--- src/logic/tlb_pkg.sv ---
package tlb_pkg;

    localparam int TLB_NUM     = 32;
    localparam int TLB_INDEX_W = 5;

    // Page size codes as held in the PS field
    localparam logic [5:0] PS_4K = 6'd12;
    localparam logic [5:0] PS_4M = 6'd21;

    localparam logic [1:0] MAT_CACHED = 2'd1;

    typedef logic [TLB_INDEX_W-1:0] tlb_index_t;
    typedef logic [9:0]             tlb_asid_t;
    typedef logic [18:0]            tlb_vppn_t;
    typedef logic [31:0]            tlb_va_t;
    typedef logic [31:0]            tlb_pa_t;
    typedef logic [4:0]             tlb_invld_op_t;

    typedef struct packed {
        logic       e;
        tlb_asid_t  asid;
        logic       g;
        logic [5:0] ps;
        tlb_vppn_t  vppn;
    } tlb_cmp_t;

    // One page of the even/odd pair
    typedef struct packed {
        logic        v;
        logic        d;
        logic [1:0]  mat;
        logic [1:0]  plv;
        logic [19:0] ppn;
    } tlb_trans_t;

    typedef enum logic [2:0] {
        OP_NONE,
        OP_SRCH,
        OP_RD,
        OP_WR,
        OP_FILL,
        OP_INVLD
    } tlb_op_t;

endpackage
--- src/logic/tlb_search.sv ---
module tlb_search import tlb_pkg::*; (
    input  logic       clk,
    input  logic       rstn,
    input  logic       srch_en,
    input  tlb_asid_t  asid,
    input  tlb_vppn_t  srch_vppn,
    input  tlb_cmp_t   cmp_arr [TLB_NUM],
    output logic       srch_hit,
    output tlb_index_t srch_index
);

    logic [TLB_NUM-1:0] hit_vec;
    tlb_index_t         first_index;

    for (genvar i = 0; i < TLB_NUM; i++) begin : g_hit
        assign hit_vec[i] = cmp_arr[i].e
            && (cmp_arr[i].g || cmp_arr[i].asid == asid)
            && cmp_arr[i].vppn == srch_vppn;
    end

    // Priority encoder, index 0 when nothing hits
    always_comb begin
        first_index = '0;
        for (int i = TLB_NUM - 1; i >= 0; i--) begin
            if (hit_vec[i]) begin
                first_index = tlb_index_t'(i);
            end
        end
    end

    always_ff @(posedge clk or negedge rstn) begin
        if (!rstn) begin
            srch_hit   <= 1'b0;
            srch_index <= '0;
        end else if (srch_en) begin
            srch_hit   <= |hit_vec;
            srch_index <= first_index;
        end
    end

endmodule

--- config.mk ---
export PLATFORM = sky130hd
export DESIGN_NAME = tlb_search
export DESIGN_NICKNAME = d
export VERILOG_FILES = /design/src/logic/tlb_pkg.sv /design/src/logic/tlb_search.sv
export SDC_FILE = /design/constraint.sdc
export NUM_CORES = 1
export LEC_CHECK = 0
export BUFFER_PORTS_ARGS = -buffer_cell sky130_fd_sc_hd__buf_2
export CAP_MARGIN = 10
export CELL_PAD_IN_SITES_DETAIL_PLACEMENT = 2
export CELL_PAD_IN_SITES_GLOBAL_PLACEMENT = 2
export CORE_AREA = 2 2 477 479
export CTS_BUF_LIST = sky130_fd_sc_hd__clkbuf_4 sky130_fd_sc_hd__clkbuf_8 sky130_fd_sc_hd__clkbuf_16
export CTS_CLUSTER_DIAMETER = 200
export DETAILED_ROUTE_END_ITERATION = 7
export DIE_AREA = 0 0 479 481
export GPL_TIMING_DRIVEN = 0
export PLACE_DENSITY_LB_ADDON = 0.1
export SLEW_MARGIN = 20
export SYNTH_ARGS = -nofsm -noshare
export SYNTH_HDL_FRONTEND = slang
export SYNTH_SLANG_ARGS = --single-unit
--- constraint.sdc ---
create_clock -name clk -period 1.1 [get_ports clk]
set_input_delay 0.165 -clock clk [delete_from_list [all_inputs] [get_ports clk]]
set_output_delay 0.165 -clock clk [all_outputs]
set_load 0.02 [all_outputs]
==> qor.log <==
qor: pwr.power.combinational.fraction 92.8%
qor: grt.grt_pass1_wl 210500 um
qor: sta.report.final.setup_viol 6
qor: yosys.synth_sequential_area_ratio 1.213%
qor: cts.clock_sink_count 6
qor: sta.clock_skew 0 ns
qor: sta.finalWorstSetupSlack -1.645 ns
qor: critical_path.crit_family simple AND/OR/NAND/NOR gates
qor: yosys.syn-mean-instance-area 8.173 um2
qor: sta.timing.final.crit_share 249.6%
qor: sta.max_slew_margin 54.66%
qor: routing.drtPass1Iterations 4
qor: pwr.internal_power 5.476 mW
qor: pwr.p_total 11.31 mW
qor: final_layout.final_layout_size_suffix_gt1_share 58.39%
qor: final_layout.utilization 11.96%
qor: cts.clockRootBuffer clkbuf_16
qor: sta.fmax 364.3 MHz
qor: cts.tritoncts yes
qor: yosys.mappedNetlistArea 0.01238 mm2
qor: critical_path.cpMostUsedCell buf_16
qor: routing.drt_first_iter_violations 443
qor: flow_run.max-cap-violations 0
qor: critical_path.cp-end-kind flip-flop
qor: routing.drc 0
qor: yosys.synth_edf_count 0
qor: floorplanning.design.core.area 0.2257 mm2
qor: yosys.synth_flop_cell dfrtp_1
qor: yosys.synth_nets 2731
qor: routing.wirelength 170200 um
qor: floorplanning.die_h 481 um
qor: routing.drt-vias-per-instance 2.972
qor: floorplanning.cell_rows 175
qor: cts.numCtsBuffers 3
qor: critical_path.worst_ep_arrival_time 2.85 ns
qor: placement.port-buffer-count 1000
qor: final_layout.layout_commonest_cell buf_2
qor: grt.antenna_violations_before_repair 218
qor: final_layout.area_delta_synth_final 118.1%
qor: sta.grt_setup_unrepaired yes
qor: grt.grt.overflow.total 0
qor: cts.cts.reportedPaths.clkPinSlew 0.03 ns
qor: critical_path.worst-endpoint-required 1.21 ns
qor: yosys.synthesis.instances 1515
qor: pwr.power_frac_seq 2.0%
qor: critical_path.critical-path-max-stage-delay 0.44 ns
qor: floorplanning.design.portCount 1222
qor: critical_path.timing.critical_path.fanout_max 5
qor: critical_path.timing.setup.critical_path_class input pin to flip-flop
qor: yosys.synth.lib_cells_used.distinct 50
qor: yosys.synth_async_sr_flop_share 100.0%
qor: cts.cts.htree.levels 1
qor: pwr.total_switching_power 5.833 mW
qor: floorplanning.floorplan.die_area 0.2304 mm2
qor: final_layout.commonest_cells_after_routing_fill_and_taps_aside 1002 x buf_2, 597 x xor2_1, 276 x xnor2_1
qor: sta.maxSlewViolCount 0
qor: pwr.p_leak 10.62 nW
qor: status.outcome complete, but fails checks
qor: floorplanning.start_util 5.485%
qor: sta.timing_worst_slew_pin_value 0.6779 ns
qor: placement.pre_cts_setup_slack -3.486 ns
qor: grt.grtUsageTotal 14.09%
qor: final_layout.finalNetCount 3941
qor: pwr.power.density 418.8 mW/mm2
qor: min_path.worst_hold_path_type input pin to flip-flop
qor: critical_path.cp.buffers_inverters 3
qor: routing.post_detailed_route_count_of_antenna_violating_nets 0
qor: status.violations negative setup slack
qor: routing.vias 17197
qor: pwr.clock_power_share 5.2%
qor: grt.first_global_vias 19134
qor: pwr.worst_ir_drop_vdd 0.0004060 V
qor: yosys.synth.yosys.warnings 0
qor: grt.largest_net_degree_at_the_start_of_global_routing 11
qor: critical_path.timing.critical_path.cells buf_16 -> buf_16 -> xor2_1 -> nor4_1 -> a41oi_2 -> nor4_4 -> buf_4 -> nand2b_2 -> or3b_4 -> or4_4 -> a22o_1
qor: yosys.postSynthRegisterBits 6
qor: sta.timing_hold_violations_final 0
qor: routing.routed_wire_length_per_instance 29.41 um
qor: cts.clk_latency 0.23 ns
qor: pwr.switching_share 51.58%
qor: cts.max-clock-path-buffers 2
qor: critical_path.critical-path-slowest-cell or4_4
qor: placement.place.gp.congestion 0.7745
qor: placement.detailed_place_hpwl 146500 um
qor: critical_path.setup.worst_path.start_class input pin
qor: floorplanning.die_w 479 um
qor: sta.post_layout_minimum_cycle_time 2.745 ns
## cells in the mapped netlist, types with 4 or more instances
library cell | instances | area, um2
buf_6 | 48 | 540.5
a41oi_1 | 32 | 280.3
nand4_1 | 80 | 500.5
buf_12 | 4 | 80.08
nand3_1 | 40 | 200.2
xnor2_1 | 288 | 2522
nor4_2 | 4 | 50.05
nand4b_1 | 11 | 96.34
dfrtp_1 | 6 | 150.1
nand2_1 | 6 | 22.52
nor4_1 | 202 | 1264
nor4b_1 | 10 | 87.58
or4_1 | 19 | 142.6
xor2_1 | 640 | 5605
buf_4 | 29 | 217.7
nor2_1 | 14 | 52.55
a21oi_1 | 4 | 20.02
buf_2 | 34 | 170.2
## power groups by stage
stage	Clock, mW	Sequential (mW)	Combinational [mW]
2_1_floorplan	0	0.232	3.98
3_3_place_gp	0	0.229	8.72
3_5_place_dp	0	0.229	8.76
4_1_cts	0.603	0.226	10.4
5_1_grt	0.612	0.226	11.4
6_report	0.584	0.226	10.5
## state kept, by name, summed over array words and instances (netlist names)
signal / cells
srch_index: 5
srch_hit: 1
## timing repair
| item | 4_1_cts | 5_1_grt |
|---|---|---|
| setup buffers | 130 | 63 |
| hold buffers | 1 | 0 |
| hold endpoints to repair | 6 | 0 |
| pin swaps | 98 | 65 |
| setup endpoints to repair | 6 | 6 |
| resized for setup | 434 | 108 |
| gates cloned | 4 | 1 |
## cells by family after synthesis
family          synth area share (%)
xor+xnor                       65.64
simple gates                   20.26
buf+inv                        8.357
compound gates                 4.527
flops                          1.213
## stage by stage
stage / TNS [ns] / hold slack [ns] / cell area (um2) / cells
2_1_floorplan: -6.848 / -0.1306 / 12690 / 1515
6_report: -9.503 / 0.2873 / 27000 / 5787
3_3_place_gp: -22.11 / 0.005970 / 21460 / 5524
5_1_grt: -10.05 / 0.2981 / 26920 / 5756
3_5_place_dp: -20.39 / 0.007828 / 21610 / 5530
4_1_cts: -10.02 / 0.2824 / 25610 / 5668
## final cells by class
| class | instances | area, um2 |
|---|---|---|
| Timing Repair Buffer | 1205 | 7037 |
| Multi-Input combinational cell | 1390 | 13600 |
| Clock buffer | 3 | 75.07 |
| Inverter | 3 | 11.26 |
| Tap cell | 3009 | 3765 |
| Sequential cell | 6 | 150.1 |
| Fill cell | 26568 | 198700 |
| Antenna cell | 55 | 137.6 |
| Buffer | 116 | 2228 |
## per-layer routing
metal / global-route usage (%) / up-vias / part of all wire, %
li1: - / 7803 / -
met1: 15.68 / 8059 / 39
met2: 26.75 / 832 / 52
met3: 4.845 / 323 / 8.0
met4: 0.6587 / 180 / 1.2
met5: 0 / - / 0.63
## path summary, 6_finish.rpt
check / startpoint / end / slack, ns / depth (start not counted)
worst max-delay path: asid[0] / srch_index[4]$_DFFE_PN0P_ / -1.65 / 11
worst min-delay path: srch_en / srch_hit$_DFFE_PN0P_ / 0.29 / 2
worst max register to register: srch_index[0]$_DFFE_PN0P_ / srch_index[0]$_DFFE_PN0P_ / -0.17 / 5
worst min register to register: srch_hit$_DFFE_PN0P_ / srch_hit$_DFFE_PN0P_ / 0.50 / 1
max in group asynchronous: rstn / srch_index[3]$_DFFE_PN0P_ / 0.53 / 2
min in group asynchronous: rstn / srch_index[0]$_DFFE_PN0P_ / 0.42 / 2
Note: power is estimated with default switching activity, not from simulation.
