===== src/logic/tlb_pkg.sv =====
package tlb_pkg;

    localparam int TLB_NUM     = 32;
    localparam int TLB_INDEX_W = 5;

    // Page size codes as held in the PS field
    localparam logic [5:0] PS_4K = 6'd12;
    localparam logic [5:0] PS_4M = 6'd21;

    localparam logic [1:0] MAT_CACHED = 2'd1;

    typedef logic [TLB_INDEX_W-1:0] tlb_index_t;
    typedef logic [9:0]             tlb_asid_t;
    typedef logic [18:0]            tlb_vppn_t;
    typedef logic [31:0]            tlb_va_t;
    typedef logic [31:0]            tlb_pa_t;
    typedef logic [4:0]             tlb_invld_op_t;

    typedef struct packed {
        logic       e;
        tlb_asid_t  asid;
        logic       g;
        logic [5:0] ps;
        tlb_vppn_t  vppn;
    } tlb_cmp_t;

    // One page of the even/odd pair
    typedef struct packed {
        logic        v;
        logic        d;
        logic [1:0]  mat;
        logic [1:0]  plv;
        logic [19:0] ppn;
    } tlb_trans_t;

    typedef enum logic [2:0] {
        OP_NONE,
        OP_SRCH,
        OP_RD,
        OP_WR,
        OP_FILL,
        OP_INVLD
    } tlb_op_t;

endpackage

===== src/logic/tlb_fill_counter.sv =====
module tlb_fill_counter import tlb_pkg::*; (
    input  logic       clk,
    input  logic       rstn,
    input  logic       fill_adv,
    output tlb_index_t fill_index
);

    // Moves on only after the fill has used the current slot
    always_ff @(posedge clk or negedge rstn) begin
        if (!rstn) begin
            fill_index <= '0;
        end else if (fill_adv) begin
            if (fill_index == tlb_index_t'(TLB_NUM - 1)) begin
                fill_index <= '0;
            end else begin
                fill_index <= fill_index + 1'b1;
            end
        end
    end

endmodule


===== config.mk =====
export PLATFORM = sky130hd
export DESIGN_NAME = tlb_fill_counter
export DESIGN_NICKNAME = d
export VERILOG_FILES = /design/src/logic/tlb_pkg.sv /design/src/logic/tlb_fill_counter.sv
export SDC_FILE = /design/constraint.sdc
export NUM_CORES = 1
export LEC_CHECK = 0
export ABC_AREA = 0
export BUFFER_PORTS_ARGS = -buffer_cell sky130_fd_sc_hd__buf_2
export CAP_MARGIN = 25
export CORE_AREA = 2 2 39 41
export CTS_BUF_LIST = sky130_fd_sc_hd__clkbuf_8
export DETAILED_ROUTE_END_ITERATION = 16
export DIE_AREA = 0 0 41 43
export SYNTH_ARGS = -nofsm -noshare
export SYNTH_HDL_FRONTEND = slang
export SYNTH_SLANG_ARGS = --single-unit

===== constraint.sdc =====
create_clock -name clk -period 3.3 [get_ports clk]
set_input_delay 0.165 -clock clk [delete_from_list [all_inputs] [get_ports clk]]
set_output_delay 0.165 -clock clk [all_outputs]
set_load 0.005 [all_outputs]

==> run summary, run 1 <==
num rows: 14
DRT iter0 DRCs: 0
RSZ-0062 raised after global routing: false
Mapped Nets: 25
Leak: 0.180 nW
critical path, cell by cell: ha_1, and3_2, ha_1, nand2b_2, nor2_2, a22o_1
# diodes: 0
Least-Margin Pin Slew: 0.172 ns
vias in the first global route: 174
detailed-route wire length: 475 um
fmax: 643 MHz
Tot GR Track Use: 6.95%
max FFs per register: 5
Critical-path top delay cell: dfrtp_1
setup TNS: 0 ns
Placed Instance Area: 303 um^2
TritonRoute pass-1 iters: 1
Mapped Area: 248 um^2
flop-to-flop setup slack: 1.74 ns
worst reg2reg path endpoint: fill_index[3]
worst r2r path cells: 6
synth warn: 0
DR vias/cell: 4.15
Cell Pwr Density: 856 nW/um^2
Worst Path Buf+Inv: 0
Mapped Cells: 20
Worst Path Max Fanout: 4
clock share of power: 35.2%
register share of total power: 36.8%
Sw Share: 28.2%
CP dominant cell by count: ha_1
H-tree depth: 1
WHS Endpoint: fill_index[0]
#FFs+latches synth: 5
Avg Inst Size Synth: 12.4 um^2
CTS tree: done
post-CTS setup buffers: 0
final setup violation count: 0
Critical R2R Launch: fill_index[0]
fin crit share: 47.1%
largest net degree at the start of global routing: 7
commonest non-fill, non-tap cell in the layout: buf_2
commonest non-fill, non-tap cells in the layout: buf_2, dfrtp_1, clkbuf_8
Clock Path Buffers: 2
Port Buffers: 7
GPL Wtd Cong: 0.652
Yosys top cell by area: dfrtp_1
clock-pin slew on the worst setup and hold paths: 0.04 ns
chip height: 43 um
Post-Synth Adder-Cell Area: 10.1%
relative slew slack: 88.5%
Worst-Skew Late Latency: 0.22 ns
share of post-route cells with drive strength above 1: 50.0%
FILL cells: 147
first-pass GRT wire length: 731 um
Top Registers: fill_index (5)
outcome: finished clean
Clock Sinks: 5
post-route ant nets: 0
Sw Pwr: 0.0000864 W
dpl ws: 1.73 ns
critical path capture point type: register
synth unique cells: 12
Synth top area share: 50.5%
DR WL/cell: 9.90 um
P_int: 0.000220 W
post-route setup slack: 1.74 ns
worst endpoint required time: 3.46 ns
family with the most delay on the worst path: simple AND/OR/NAND/NOR gates
total power: 0.000306 W
Hold/Removal Path Class: in -> reg
design area: 358 um^2
Slew Viols, Final: 0
Via Count: 199
max incr delay on CP: 0.42 ns
Setup CP Type: reg -> reg
nets: 38
arrival time at the worst endpoint: 1.71 ns
skew final: 0.00335 ns
die footprint: 1760 um^2
Post-CTS Resized: 0
CTS Hold Buffers Added: 1
GR Overflow Total: 0
# DRC: 0
initial antenna violation count: 0
hold depth: 2
final hold viol count: 0
Initial Util: 17.9%
largest family of logic cells by synthesized area: simple AND/OR/NAND/NOR gates
post-synthesis mux area share: 13.1%
Max-Cap Viols: 0
core area: 1380 um^2
combinational fraction of design power: 27.9%
Die X: 41 um
area share of and/or/nand/nor cells after synthesis: 16.7%
Reg with most FFs: fill_index
sequential area share after synthesis: 50.5%
root buffer cell: clkbuf_8
top-level I/O count: 8
xor-xnor portion of the synthesized cell area: 0%
ranking of synthesized cells by area: dfrtp_1, ha_1, mux2_2
Peak VDD IR: 0.464 mV
Compound-Gate Fraction of Synth Area: 9.60%
worst hold path startpoint: fill_adv
Min Clock Period, post-route: 1.56 ns
CTS Buf Count: 3
CP startpoint kind: register
area grow syn2layout: 44.4%
[worst max path at each step]
stage / depth (start not counted) / start / to
floorplan: 6 / fill_index[0] / fill_index[3]
CTS: 6 / fill_index[0] / fill_index[3]
global placement: 6 / fill_index[0] / fill_index[3]
global route: 6 / fill_index[0] / fill_index[3]
detailed placement: 6 / fill_index[0] / fill_index[3]
finish: 6 / fill_index[0] / fill_index[3]
[per-stage QoR]
| stage | cells | util (%) | hold slack, ns |
|---|---|---|---|
| finish | 48 | 25.9 | 0.224 |
| global route | 48 | 25.9 | 0.243 |
| CTS | 48 | 25.9 | 0.227 |
| detailed placement | 43 | 21.9 | -0.0122 |
| global placement | 43 | 21.9 | -0.0145 |
| floorplan | 20 | - | -0.131 |
[cell usage after synthesis]
cell type,number
a22o_1,1
and3_1,1
nor2_2,1
and3_2,1
dfrtp_1,5
o21ai_0,1
o21ai_1,2
nand2_1,1
ha_1,2
mux2_2,2
mux2i_1,1
nand2b_2,2
[power groups by stage]
stage,Combinational [W],Sequential [W],Clock [W]
after floorplan,0.0000490,0.000112,0
after detailed placement,0.0000867,0.000115,0
after global placement,0.0000847,0.000113,0
final,0.0000856,0.000113,0.000108
after global routing,0.0000980,0.000118,0.000121
after CTS,0.0000878,0.000115,0.000111
[worst reg2reg max path: stages (launching register included)]
cell and delay (ns):
dfrtp_1 0.42, ha_1 0.26, and3_2 0.22, ha_1 0.19
nand2b_2 0.20, nor2_2 0.08, a22o_1 0.13
[routing by layer]
| layer | vias up | GRT usage [%] | wire [um] |
|---|---|---|---|
| met5 | - | 0 | 0 |
| li1 | 96 | - | - |
| met2 | 8 | 8.44 | 202 |
| met4 | 0 | 2.00 | 0 |
| met3 | 0 | 7.85 | 58 |
| met1 | 95 | 7.79 | 214 |
[layout make-up]
class / instances / area [um^2] / share of cell area (%)
Tap cell: 16 / 20.0 / 5.59
Multi-Input combinational cell: 15 / 123 / 34.3
Timing Repair Buffer: 8 / 45.0 / 12.6
Clock inverter: 1 / 3.75 / 1.05
Clock buffer: 3 / 41.3 / 11.5
Sequential cell: 5 / 125 / 35.0
[kinds of logic (layout without fill, tap and decap cells)]
| logic type | count (synthesis) | count (layout) |
|---|---|---|
| adders and majority gates | 2 | 2 |
| muxes | 3 | 3 |
| buffers and inverters | 0 | 12 |
| and+or+nand+nor | 6 | 6 |
| AOI/OAI and AO/OA | 4 | 4 |
| DFF | 5 | 5 |
Power figures use the tool's default switching activity.
==> run 2: changes to the inputs <==
--- a/config.mk
+++ b/config.mk
@@ -5,7 +5,7 @@
 export SDC_FILE = /design/constraint.sdc
 export NUM_CORES = 1
 export LEC_CHECK = 0
-export ABC_AREA = 0
+export ABC_AREA = 1
 export BUFFER_PORTS_ARGS = -buffer_cell sky130_fd_sc_hd__buf_2
 export CAP_MARGIN = 25
 export CORE_AREA = 2 2 39 41
==> constraint.sdc (replaced) <==
create_clock -name clk -period 1.5 [get_ports clk]
set_input_delay 0.075 -clock clk [delete_from_list [all_inputs] [get_ports clk]]
set_output_delay 0.075 -clock clk [all_outputs]
set_load 0.005 [all_outputs]
==> run 2 against run 1 <==
Sequential share of layout area is 1.9 points lower; die area unchanged; sequential cell count stayed put; cell count increased by 13%; critical path depth is 2 lower; clock power is 120% higher; synthesized cell count increased by 30%; combinational power increased to 3.2 times the previous value; largest power group is now combinational logic; highest routed layer is now met4.
==> run summary, run 2 <==
Mapped Area: 272 um^2 (was 248 um^2)
worst reg2reg path endpoint: fill_index[4] (was fill_index[3])
Setup CP Type: reg -> reg (unchanged)
Least-Margin Pin Slew: 0.178 ns (was 0.172 ns)
critical path depth: 4 (was 6)
Mapped Nets: 31 (was 25)
sequential area share after synthesis: 46.1% (was 50.5%)
CTS tree: done (unchanged)
TritonRoute pass-1 iters: 2 (was 1)
Setup crit start: fill_index[1] (was fill_index[0])
Initial Util: 19.6% (was 17.9%)
detailed-route wire length: 485 um (was 475 um)
Post-CTS Resized: 0 (unchanged)
Port Buffers: 7 (unchanged)
Reg with most FFs: fill_index (unchanged)
Tot GR Track Use: 7.16% (was 6.95%)
ranking of synthesized cells by area: dfrtp_1, mux2_4, ha_1 (was dfrtp_1, ha_1, mux2_2)
final hold viol count: 0 (unchanged)
arrival time at the worst endpoint: 1.54 ns (was 1.71 ns)
H-tree depth: 1 (unchanged)
GPL Wtd Cong: 0.782 (was 0.652)
Peak VDD IR: 0.863 mV (was 0.464 mV)
setup TNS: 0 ns (unchanged)
relative slew slack: 88.1% (was 88.5%)
DRT iter0 DRCs: 2 (was 0)
family with the most delay on the worst path: adder cells (was simple AND/OR/NAND/NOR gates)
outcome: finished clean (unchanged)
critical path, cell by cell: ha_1, and3_1, ha_1, mux2_4 (was ha_1, and3_2, ha_1, nand2b_2, nor2_2, a22o_1)
design area: 378 um^2 (was 358 um^2)
EDFF count, synth: 0 (unchanged)
total power: 0.000776 W (was 0.000306 W)
CTS Buf Count: 3 (unchanged)
Worst-Skew Late Latency: 0.22 ns (about the same)
Clock Path Buffers: 2 (unchanged)
share of post-route cells with drive strength above 1: 39.5% (was 50.0%)
max incr delay on CP: 0.40 ns (was 0.42 ns)
first-pass GRT wire length: 772 um (was 731 um)
clock-pin slew on the worst setup and hold paths: 0.03 ns (was 0.04 ns)
Cell Pwr Density: 2050 nW/um^2 (was 856 nW/um^2)
Via Count: 210 (was 199)
Synth top area share: 46.1% (was 50.5%)
# DRC: 0 (unchanged)
top-level I/O count: 8 (unchanged)
DR WL/cell: 8.98 um (was 9.90 um)
synth warn: 0 (unchanged)
Worst Path Buf+Inv: 0 (unchanged)
Critical-path top delay cell: dfrtp_1 (unchanged)
Leak: 0.203 nW (was 0.180 nW)
Slew Viols, Final: 0 (unchanged)
Clock Sinks: 5 (unchanged)
root buffer cell: clkbuf_8 (unchanged)
post-route ant nets: 0 (unchanged)
initial antenna violation count: 0 (unchanged)
max FFs per register: 5 (unchanged)
worst r2r path cells: 4 (was 6)
CP startpoint kind: register (unchanged)
Post-synth top cells: nand2_1, dfrtp_1, nor2_1, ha_1, mux2_4 (was dfrtp_1, ha_1, mux2_2, nand2b_2, o21ai_1)
#FFs+latches synth: 5 (unchanged)
Mapped Cells: 26 (was 20)
crit path capture: fill_index[4] (was fill_index[3])
nets: 44 (was 38)
commonest non-fill, non-tap cells in the layout: buf_2, nand2_1, nor2_1, dfrtp_1, clkbuf_8 (was buf_2, dfrtp_1, clkbuf_8)
largest net degree at the start of global routing: 8 (was 7)
Critical R2R Launch: fill_index[1] (was fill_index[0])
GR Overflow Total: 0 (unchanged)
commonest non-fill, non-tap cell in the layout: buf_2 (unchanged)
fmax: 694 MHz (was 643 MHz)
RSZ-0062 raised after global routing: false (unchanged)
most common flop cell mapped by yosys: dfrtp_1 (unchanged)
fin crit share: 96.1% (was 47.1%)
vias in the first global route: 194 (was 174)
hold_ws: 0.200 ns (was 0.224 ns)
Avg Inst Size Synth: 10.4 um^2 (was 12.4 um^2)
num rows: 14 (unchanged)
Hold/Removal Path Class: in -> async (was in -> reg)
most frequent cell after synthesis: nand2_1 (was dfrtp_1)
final setup violation count: 0 (unchanged)
post-CTS setup buffers: 0 (unchanged)
DR vias/cell: 3.89 (was 4.15)
CP dominant cell by count: ha_1 (unchanged)
flop-to-flop setup slack: 0.06 ns (was 1.74 ns)
critical path capture point type: register (unchanged)
synth unique cells: 11 (was 12)
core area: 1380 um^2 (unchanged)
Placed Instance Area: 323 um^2 (was 303 um^2)
HPWL Detailed: 364 um
skew final: 0.000215 ns (was 0.00335 ns)
chip height: 43 um (unchanged)
Min Clock Period, post-route: 1.44 ns (was 1.56 ns)
Max-Cap Viols: 0 (unchanged)
die footprint: 1760 um^2 (unchanged)
Yosys top cell by area: dfrtp_1 (unchanged)
Worst Path Max Fanout: 4 (unchanged)
worst endpoint required time: 1.60 ns (was 3.46 ns)
ys async rst share: 100% (unchanged)
# diodes: 0 (unchanged)
area grow syn2layout: 39.2% (was 44.4%)
Die X: 41 um (unchanged)
Top Registers: fill_index (5) (unchanged)
[run 2: cell types whose count changed after synthesis, moves of 2 or more]
cell,before,now
mux2_2,2,0
mux2_4,0,2
nor2_1,0,5
nand2b_2,2,0
o21ai_1,2,0
nand2_1,1,6
[run 2: per-layer routing]
metal  track usage [%]  vias to the layer above  wire length, um
li1                  -                      109                -
met3              6.28                        2               50
met4              4.00                        0                6
met1              7.82                       91              231
met2              9.06                        8              196
met5                 0                        -                0
[run 2: power breakdown]
part / internal (W) / switching [W] / leakage [nW]
Clock: 0.000175 / 0.0000653 / 0.0269
Combinational: 0.000157 / 0.000119 / 0.118
Sequential: 0.000201 / 0.0000586 / 0.0576
Total: 0.000533 / 0.000243 / 0.203
[run 2: worst min-delay path by stage]
stage	slack (ns)	from	cells after the start	end
CTS	0.20	fill_adv	3	fill_index[0]
finish	0.20	rstn	2	fill_index[2]
global route	0.23	rstn	2	fill_index[2]
detailed placement	-0.10	rstn	1	fill_index[2]
floorplan	-0.22	rstn	0	fill_index[0]
global placement	-0.10	rstn	1	fill_index[4]
[run 2: cells by family after synthesis]
family / Yosys count / share of synthesized area (%)
flops: 5 / 46.1
fa+ha+maj: 2 / 9.22
simple gates: 15 / 27.6
buf+inv: 1 / 4.15
compound gates: 1 / 1.84
mux: 2 / 11.1
[run 2: per-stage QoR]
step                      utilization (%)  cells  worst slack, ns
final                                27.3     54           0.0588
after global routing                 27.3     54           0.0323
after CTS                            27.3     54           0.0576
after detailed placement             23.3     49           0.0655
after global placement               23.3     49           0.0759
after floorplan                         -     26           0.0444
[run 2: cell type report]
cell class                 count  area [um^2]
clock buffer                   3         41.3
clock inverter                 1         3.75
fill                         152         1010
multi-input combinational     20          135
sequential                     5          125
tap                           16         20.0
timing repair buffer           9         52.6
[run 2: repair_timing]
item                                    4_1_cts  5_1_grt
hold endpoints to repair                      5        0
endpoints found under the setup margin        0        0
hold buffers                                  1        0
[run 2: worst reg2reg max path, delay by kind of cell, from the launching register on]
| family | cells | cell delay, ns |
|---|---|---|
| simple gates | 1 | 0.19 |
| flops | 1 | 0.40 |
| fa+ha+maj | 2 | 0.48 |
| mux | 1 | 0.25 |
